[src/sb_tx_pkg.sv]
package sb_tx_pkg;

    localparam int SYM_BITS              = 10;    // Start + 8 data + stop
    localparam int SYM_CNT_W             = $clog2(SYM_BITS);
    localparam int RD_DATA_BYTES         = 3;
    localparam int DATA_IDX_W            = $clog2(RD_DATA_BYTES);
    localparam int DISCONNECT_MIN_CYCLES = 32;    // Quiet time before leaving disconnect
    localparam int QUIET_CNT_W           = $clog2(DISCONNECT_MIN_CYCLES);

    typedef logic [7:0]                   sym_byte_t;  // Symbol payload
    typedef logic [SYM_BITS-1:0]          sym_word_t;  // {stop, byte, start}
    typedef logic [15:0]                  crc_t;
    typedef logic [8*RD_DATA_BYTES-1:0]   rd_data_t;   // Byte 0 in [7:0], sent first
    typedef logic [2:0]                   txn_kind_t;

    // Transaction select codes, anything else is rejected
    localparam txn_kind_t KIND_RD_CMD = 3'd2;
    localparam txn_kind_t KIND_RD_RSP = 3'd3;
    localparam txn_kind_t KIND_LSE    = 3'd4;

    // Control symbols
    localparam sym_byte_t DLE_SYM     = 8'hFE;
    localparam sym_byte_t STX_CMD_SYM = 8'h05;
    localparam sym_byte_t STX_RSP_SYM = 8'h04;
    localparam sym_byte_t LSE_SYM     = 8'h80;
    localparam sym_byte_t CLSE_SYM    = 8'h7F;  // Complement of LSE
    localparam sym_byte_t ETX_SYM     = 8'h40;

    localparam sym_byte_t RD_ADDR     = 8'h4E;  // Register address of the read
    localparam sym_byte_t RD_LEN      = 8'h03;  // Length byte, three data bytes

    localparam crc_t CRC_POLY_REFL    = 16'hA001;  // 0x8005 bit-reversed

    // Sequencer states, one per symbol of a frame
    typedef enum logic [3:0] {
        DISCONNECT,  // Line held low
        IDLE,        // Line high, waiting for req
        DLE1,
        STX,
        ADDR,
        LEN,
        DATA,        // Read data bytes, response only
        CRC_LOW,
        CRC_HIGH,
        DLE2,
        ETX,
        LSE,
        CLSE,
        DONE         // ack high until req drops
    } frame_state_t;

    // Link status seen from outside
    typedef enum logic [1:0] {
        LINK_DISCONNECTED = 2'd0,
        LINK_IDLE         = 2'd1,
        LINK_BUSY         = 2'd2
    } link_state_t;

endpackage

[src/sb_symbol_serializer.sv]
`timescale 1ns/10ps

module sb_symbol_serializer (
    input  logic                 sb_clk,
    input  logic                 rst,
    input  logic                 sym_load,         // Capture sym_byte this cycle
    input  sb_tx_pkg::sym_byte_t sym_byte,
    input  logic                 line_idle_level,  // 1 connected, 0 disconnected
    output logic                 sbtx,
    output logic                 sym_done          // Last bit of symbol on line
);
    import sb_tx_pkg::*;

    sym_word_t            shift_q;   // Bit 0 is on the line
    logic [SYM_CNT_W-1:0] bit_cnt;   // Index of the bit on the line
    logic                 active;    // Symbol in flight
    logic                 last_bit;

    assign last_bit = (bit_cnt == SYM_CNT_W'(SYM_BITS - 1));

    // Bit counter and busy flag
    always_ff @(posedge sb_clk or negedge rst) begin
        if (!rst) begin
            active  <= 1'b0;
            bit_cnt <= '0;
        end else if (sym_load) begin       // Load wins over the stop bit
            active  <= 1'b1;
            bit_cnt <= '0;
        end else if (active) begin
            if (last_bit) begin
                active  <= 1'b0;           // Back to idle level
                bit_cnt <= '0;
            end else begin
                bit_cnt <= bit_cnt + 1'b1;
            end
        end
    end

    // Payload shifter, LSB first
    always_ff @(posedge sb_clk) begin
        if (sym_load) begin
            shift_q <= {1'b1, sym_byte, 1'b0};     // Stop, data, start
        end else if (active) begin
            shift_q <= {1'b1, shift_q[SYM_BITS-1:1]};  // Fill with idle ones
        end
    end

    // Line mux
    always_comb begin
        if (active) begin
            sbtx = shift_q[0];
        end else begin
            sbtx = line_idle_level;        // High idle or low disconnect
        end
    end

    assign sym_done = active && last_bit;  // Next load may come this cycle

endmodule

[src/sb_crc16.sv]
`timescale 1ns/10ps

module sb_crc16 (
    input  logic                 sb_clk,
    input  logic                 rst,
    input  logic                 crc_clear,  // Start of a new frame
    input  logic                 crc_feed,   // Fold sym_byte in
    input  sb_tx_pkg::sym_byte_t sym_byte,
    output sb_tx_pkg::crc_t      crc
);
    import sb_tx_pkg::*;

    crc_t crc_q;
    crc_t crc_nxt;

    // Eight reflected steps, LSB of the byte first
    function automatic crc_t crc_fold(crc_t crc_in, sym_byte_t b);
        crc_t c;
        c = crc_in ^ {8'h00, b};
        for (int i = 0; i < 8; i++) begin
            if (c[0]) begin
                c = (c >> 1) ^ CRC_POLY_REFL;
            end else begin
                c = c >> 1;
            end
        end
        return c;
    endfunction

    assign crc_nxt = crc_fold(crc_q, sym_byte);

    always_ff @(posedge sb_clk or negedge rst) begin
        if (!rst) begin
            crc_q <= '0;
        end else if (crc_clear) begin
            crc_q <= '0;                   // Zero seed, no final xor
        end else if (crc_feed) begin
            crc_q <= crc_nxt;              // Visible next cycle
        end
    end

    assign crc = crc_q;

endmodule

[src/sb_txn_sequencer.sv]
`timescale 1ns/10ps

module sb_txn_sequencer (
    input  logic                    sb_clk,
    input  logic                    rst,
    input  logic                    req,              // Four-phase request
    input  sb_tx_pkg::txn_kind_t    trans_sel,
    input  sb_tx_pkg::rd_data_t     rd_data,          // Stable while req high
    input  logic                    disconnect_sbtx,
    input  logic                    sym_done,         // From serializer
    input  sb_tx_pkg::crc_t         crc,
    output logic                    ack,
    output logic                    sym_load,
    output sb_tx_pkg::sym_byte_t    sym_byte,
    output logic                    crc_clear,
    output logic                    crc_feed,
    output logic                    line_idle_level,
    output sb_tx_pkg::link_state_t  link_state,
    output logic                    disconnected
);
    import sb_tx_pkg::*;

    frame_state_t           state;
    frame_state_t           nxt;
    frame_state_t           sel_state;   // State whose byte is being loaded
    txn_kind_t              kind_q;      // Latched on acceptance
    logic                   start_q;     // First symbol of frame pending
    logic [DATA_IDX_W-1:0]  data_cnt;    // Data byte on the line
    logic [DATA_IDX_W-1:0]  sel_idx;     // Data byte being loaded
    logic [QUIET_CNT_W-1:0] quiet_cnt;   // Consecutive quiet cycles
    logic                   valid_kind;
    logic                   nxt_is_sym;
    logic                   quiet_done;
    logic                   last_data;

    assign valid_kind = (trans_sel == KIND_RD_CMD) || (trans_sel == KIND_RD_RSP) ||
                        (trans_sel == KIND_LSE);
    assign quiet_done = !disconnect_sbtx &&
                        (quiet_cnt == QUIET_CNT_W'(DISCONNECT_MIN_CYCLES - 1));
    assign last_data  = (data_cnt == DATA_IDX_W'(RD_DATA_BYTES - 1));

    // Next state, symbol states advance on the stop bit
    always_comb begin
        nxt = state;
        case (state)
            DISCONNECT: begin
                if (quiet_done) begin
                    nxt = IDLE;
                end
            end
            IDLE: begin
                if (disconnect_sbtx) begin
                    nxt = DISCONNECT;              // Only honoured between frames
                end else if (req) begin
                    nxt = valid_kind ? DLE1 : DONE;  // Bad kind acked at once
                end
            end
            DLE1: begin
                if (sym_done) begin
                    nxt = (kind_q == KIND_LSE) ? LSE : STX;
                end
            end
            STX: begin
                if (sym_done) begin
                    nxt = ADDR;
                end
            end
            ADDR: begin
                if (sym_done) begin
                    nxt = LEN;
                end
            end
            LEN: begin
                if (sym_done) begin
                    nxt = (kind_q == KIND_RD_RSP) ? DATA : CRC_LOW;
                end
            end
            DATA: begin
                if (sym_done && last_data) begin
                    nxt = CRC_LOW;
                end
            end
            CRC_LOW: begin
                if (sym_done) begin
                    nxt = CRC_HIGH;
                end
            end
            CRC_HIGH: begin
                if (sym_done) begin
                    nxt = DLE2;
                end
            end
            DLE2: begin
                if (sym_done) begin
                    nxt = ETX;
                end
            end
            ETX: begin
                if (sym_done) begin
                    nxt = DONE;
                end
            end
            LSE: begin
                if (sym_done) begin
                    nxt = CLSE;
                end
            end
            CLSE: begin
                if (sym_done) begin
                    nxt = DONE;
                end
            end
            DONE: begin
                if (!req) begin
                    nxt = IDLE;                    // Handshake closed
                end
            end
            default: nxt = DISCONNECT;
        endcase
    end

    assign nxt_is_sym = !(nxt inside {DISCONNECT, IDLE, DONE});

    // First DLE one cycle after acceptance, then chained on sym_done
    assign sym_load  = start_q || (sym_done && nxt_is_sym);
    assign sel_state = start_q ? state : nxt;
    assign sel_idx   = (state == DATA) ? data_cnt + 1'b1 : '0;

    // Byte for the symbol being loaded
    always_comb begin
        case (sel_state)
            DLE1, DLE2: sym_byte = DLE_SYM;
            STX:        sym_byte = (kind_q == KIND_RD_RSP) ? STX_RSP_SYM : STX_CMD_SYM;
            ADDR:       sym_byte = RD_ADDR;
            LEN:        sym_byte = RD_LEN;
            DATA:       sym_byte = rd_data[8*sel_idx +: 8];   // Byte 0 first
            CRC_LOW:    sym_byte = crc[7:0];
            CRC_HIGH:   sym_byte = crc[15:8];
            ETX:        sym_byte = ETX_SYM;
            LSE:        sym_byte = LSE_SYM;
            CLSE:       sym_byte = CLSE_SYM;
            default:    sym_byte = 8'hFF;                     // Not loaded
        endcase
    end

    // CRC spans STX through the last data byte
    assign crc_clear = sym_load && (sel_state == DLE1);
    assign crc_feed  = sym_load && (sel_state inside {STX, ADDR, LEN, DATA});

    always_ff @(posedge sb_clk or negedge rst) begin
        if (!rst) begin
            state     <= DISCONNECT;               // Line low out of reset
            start_q   <= 1'b0;
            kind_q    <= '0;
            data_cnt  <= '0;
            quiet_cnt <= '0;
        end else begin
            state   <= nxt;
            start_q <= (state == IDLE) && (nxt == DLE1);
            if ((state == IDLE) && req) begin
                kind_q <= trans_sel;               // Held for the whole frame
            end
            if (state != DATA) begin
                data_cnt <= '0;
            end else if (sym_done && (nxt == DATA)) begin
                data_cnt <= data_cnt + 1'b1;
            end
            if ((state == DISCONNECT) && !disconnect_sbtx) begin
                quiet_cnt <= quiet_cnt + 1'b1;
            end else begin
                quiet_cnt <= '0;                   // Restart on any disconnect
            end
        end
    end

    // Status decode
    assign ack             = (state == DONE);
    assign line_idle_level = (state != DISCONNECT);
    assign disconnected    = (state == DISCONNECT);

    always_comb begin
        case (state)
            DISCONNECT: link_state = LINK_DISCONNECTED;
            IDLE:       link_state = LINK_IDLE;
            default:    link_state = LINK_BUSY;      // Frame or ack pending
        endcase
    end

endmodule

[src/sb_tx_top.sv]
`timescale 1ns/10ps

module sb_tx_top (
    input  logic                    sb_clk,
    input  logic                    rst,              // Async, active low
    input  logic                    req,
    input  sb_tx_pkg::txn_kind_t    trans_sel,
    input  sb_tx_pkg::rd_data_t     rd_data,
    input  logic                    disconnect_sbtx,
    output logic                    ack,
    output logic                    sbtx,             // Serial sideband line
    output sb_tx_pkg::link_state_t  link_state,
    output logic                    disconnected
);
    import sb_tx_pkg::*;

    logic      sym_load;
    sym_byte_t sym_byte;   // Shared by CRC and serializer
    logic      sym_done;
    logic      crc_clear;
    logic      crc_feed;
    crc_t      crc;
    logic      line_idle_level;

    // Frame FSM and handshake
    sb_txn_sequencer u_seq (
        .sb_clk          (sb_clk),
        .rst             (rst),
        .req             (req),
        .trans_sel       (trans_sel),
        .rd_data         (rd_data),
        .disconnect_sbtx (disconnect_sbtx),
        .sym_done        (sym_done),
        .crc             (crc),
        .ack             (ack),
        .sym_load        (sym_load),
        .sym_byte        (sym_byte),
        .crc_clear       (crc_clear),
        .crc_feed        (crc_feed),
        .line_idle_level (line_idle_level),
        .link_state      (link_state),
        .disconnected    (disconnected)
    );

    // Frame check over body bytes
    sb_crc16 u_crc (
        .sb_clk    (sb_clk),
        .rst       (rst),
        .crc_clear (crc_clear),
        .crc_feed  (crc_feed),
        .sym_byte  (sym_byte),
        .crc       (crc)
    );

    // Ten cycles per symbol
    sb_symbol_serializer u_ser (
        .sb_clk          (sb_clk),
        .rst             (rst),
        .sym_load        (sym_load),
        .sym_byte        (sym_byte),
        .line_idle_level (line_idle_level),
        .sbtx            (sbtx),
        .sym_done        (sym_done)
    );

endmodule

[config.mk]
export PLATFORM = sky130hd
export DESIGN_NAME = sb_tx_top
export DESIGN_NICKNAME = d
export VERILOG_FILES = /design/src/sb_tx_pkg.sv /design/src/sb_symbol_serializer.sv /design/src/sb_crc16.sv /design/src/sb_txn_sequencer.sv /design/src/sb_tx_top.sv
export SDC_FILE = /design/constraint.sdc
export NUM_CORES = 1
export LEC_CHECK = 0
export BUFFER_PORTS_ARGS = -buffer_cell sky130_fd_sc_hd__buf_2
export CORE_AREA = 4 4 69 103
export CTS_BUF_LIST = sky130_fd_sc_hd__clkbuf_4 sky130_fd_sc_hd__clkbuf_8
export DETAILED_ROUTE_END_ITERATION = 8
export DIE_AREA = 0 0 73 107
export PLACE_DENSITY = 0.86
export SLEW_MARGIN = 5
export SYNTH_ARGS = -nofsm -noshare
export SYNTH_HDL_FRONTEND = slang
export SYNTH_SLANG_ARGS = --single-unit
[constraint.sdc]
create_clock -name sb_clk -period 3.8 [get_ports sb_clk]
set_input_delay 0.38 -clock sb_clk [delete_from_list [all_inputs] [get_ports sb_clk]]
set_output_delay 0.38 -clock sb_clk [all_outputs]
set_load 0.02 [all_outputs]
==> metrics.cfg <==
[logic_synthesis]
ys.flop_type = dfrtp_1
synth_enable_flop_cells = 8
synth-seq-area-share = 0.359
synth-seq-cells = 45
yosysWarnings = 0
synth_nets = 400
syn_area_per_cell_um2 = 8.89
netlist_instances = 364
yosysUniqueCellTypes = 65
synth_area_um2 = 3240
synthArstFlopShare = 0.800

[pwr]
leakagePower_nw = 1.68
vdd_drop_max_uv = 134
finalPower_uw = 834
p_per_area_nw_per_um2 = 219

[global_route]
grt_pass1_wl_um = 13600
grt_pass1_vias = 2995
grt_remaining_overflow = 0
grt_max_degree = 37
grtUsageTotal = 0.217
antenna_found_initial = 0

[worst_setup_path]
critPathRequiredTime_ns = 3.99
end_kind = flip-flop
path_max_fanout = 7
arrival_ns = 3.85
worst_setup_path_start_kind = flip-flop
path_class = flip-flop to flip-flop

[clocking]
path_clk_slew_ns = 0.08
htree_levels = 2
cts_root_buf = clkbuf_8
numCtsBuffers = 5
cts_sinks = 45
cts_tree = done
ctsHoldBuffers = 0
worstSkewPairLatency_ns = 0.30
clockBufferDepth = 2

[sta]
slew_violations = 0
setup_viol = 0
worst_slack_ns = 0.142
worst_slew_pin_slew_ns = 0.823
hold_viol = 0
fmax_ghz = 0.273
finClkSkew_ns = 0.00398
slew_headroom = 0.451
min_period_over_period = 0.963
fin_crit_ns = 3.66
holdWs_ns = 0.171

[drt]
drt_iter0_drc = 260
avgViaCountPerCell = 6.30
route.antenna.remaining_nets = 0
wirelength_um = 8420
drcViolationCount = 0
wl_per_cell_um = 17.1
vias = 3094
dr.pass1.iters = 5

[final_layout]
drive_gt1_frac = 0.249
finalInstanceArea_um2 = 3820
antenna_cells = 0
syn2layout_area_growth_pct = 18.0
final_nets = 452
n_fill_cell = 514

[die]
io_pins = 36
start_util = 0.524
dieWidth_um = 73
die_area_um2 = 7810
rows = 35
die_height_um = 107
coreArea_um2 = 6170

[place]
place_area_um2 = 3630
port_buffers = 35
place.gp.congestion = 0.877
detailed_place_hpwl_um = 6300
place_ws_ns = 0.0858

[hold_path]
holdCritPathClass = input port to async pin

[job]
max_cap_violations = 0

[status]
outcome = completed

-- where the power goes --
part | internal, mW | total, mW | switching (mW)
combinational | 0.0207 | 0.0447 | 0.0239
sequential | 0.491 | 0.493 | 0.00213
clock | 0.135 | 0.296 | 0.162
-- final cells by class --
cell class / instances / area (um^2) / share of cell area
clock buffers: 6 / 76.3 / 0.0200
clock inverters: 2 / 10.0 / 0.00262
inverters: 10 / 37.5 / 0.00983
multi-input cells: 288 / 2020 / 0.529
flip-flops and latches: 45 / 1160 / 0.304
well taps: 74 / 92.6 / 0.0243
repair buffers: 66 / 420 / 0.110
-- per-stage QoR --
stage               setup TNS (ns)  cells  utilization
floorplan                        0    364            -
global placement                 0    479        0.588
detailed placement               0    479        0.588
CTS                              0    487        0.602
global route               -0.0161    491        0.618
finish                           0    491        0.618
-- routing by layer --
| metal | GRT usage | wire, um |
|---|---|---|
| met5 | 0 | 0 |
| met4 | 0.125 | 499 |
| met3 | 0.0300 | 342 |
| met2 | 0.389 | 4430 |
| met1 | 0.235 | 3150 |
-- path summary, 6_finish.rpt --
path | startpoint | to | slack [ns] | cells after the start
max in group asynchronous | rst | u_crc.crc[1]$_DFFE_PN0P_ | 3.11 | 1
worst min register to register | u_seq.quiet_cnt[0]$_DFF_PN0_ | u_seq.quiet_cnt[0]$_DFF_PN0_ | 0.48 | 1
worst max-delay path | u_ser.bit_cnt[0]$_DFFE_PN0P_ | u_crc.crc[0]$_DFFE_PN0P_ | 0.14 | 14
worst min-delay path | rst | u_seq.state[3]$_DFF_PN0_ | 0.17 | 1
min in group sb_clk | disconnect_sbtx | u_seq.start_q$_DFF_PN0_ | 0.29 | 2
worst max register to register | u_ser.bit_cnt[0]$_DFFE_PN0P_ | u_crc.crc[0]$_DFFE_PN0P_ | 0.14 | 14
-- kinds of logic after synthesis --
kind of cell / share of synthesized area
xor gates and xnor gates: 0.0847
AOI/OAI and AO/OA: 0.212
and+or+nand+nor: 0.232
muxes: 0.0534
buffers and inverters: 0.0398
DFF: 0.359
adders and majority gates: 0.0193
-- cells in the final DEF, fill, tap and decap left out, types with 5 or more instances in the layout --
master	instances
nand2_1	41
dfrtp_1	36
buf_2	35
o21ai_0	32
buf_4	30
nor2_1	25
nand3_1	16
xnor2_1	15
a21oi_1	13
inv_1	9
a22o_1	9
xor2_1	8
mux2_2	8
edfxtp_1	8
nand2b_1	6
a222oi_1	6
nor3_1	5
ha_1	5
clkbuf_8	5
-- cell usage after synthesis (2+ instances only) --
library cell  number  area [um^2]
nand2b_1           6         37.5
ha_1               5         62.6
o21ai_0           34          170
buf_2              4         20.0
and3_1             3         18.8
nor4_1             3         18.8
edfxtp_1           8          240
nand2_1           42          158
or3_1              4         25.0
nor4bb_1           2         20.0
o21ai_1            4         20.0
nor2b_1            4         25.0
mux2_2             8         90.1
and4_1             3         26.3
a21boi_0           4         30.0
clkbuf_1          16         60.1
xnor2_1           16          140
inv_1              9         33.8
dfrtp_1           36          901
nand4_1            4         25.0
and4b_1            2         20.0
a21oi_1           13         65.1
xor2_2             2         32.5
a221oi_1           3         26.3
nor3b_1            2         15.0
nand3_1           17         85.1
nand3b_1           4         30.0
a22o_1             9         78.8
nor2_1            25         93.8
o31a_1             2         17.5
a222oi_1           6         60.1
o2111ai_1          3         26.3
mux2i_1            6         60.1
or2_2              3         18.8
a31oi_1            4         25.0
xor2_1             9         78.8
o211ai_1           4         30.0
nand4b_1           4         35.0
nor3_1             5         25.0
-- registers in the layout, indices dropped and copies added (netlist names) --
signal and count:
u_seq.kind_q 3, u_ser.active 1, u_seq.state 4, u_seq.data_cnt 2
u_ser.bit_cnt 4, u_ser.shift_q 9, u_seq.quiet_cnt 5, u_seq.start_q 1
u_crc.crc 16
-- timing repair --
action | 4_1_cts | 5_1_grt
resized for setup | 0 | 16
setup buffers | 0 | 4
setup endpoints to repair | 0 | 4
-- critical path: stages (launching register included) --
cell      delay (ns)
dfrtp_1         0.44
ha_1            0.25
and4b_1         0.27
a41o_1          0.30
o21ai_4         0.24
mux2i_4         0.12
buf_4           0.17
nor4_1          0.28
o21ai_1         0.18
xnor2_2         0.27
nand4b_1        0.15
nand4_1         0.25
xor2_1          0.25
xnor2_1         0.14
a22o_1          0.23
Note: power is estimated with default switching activity, not from simulation.
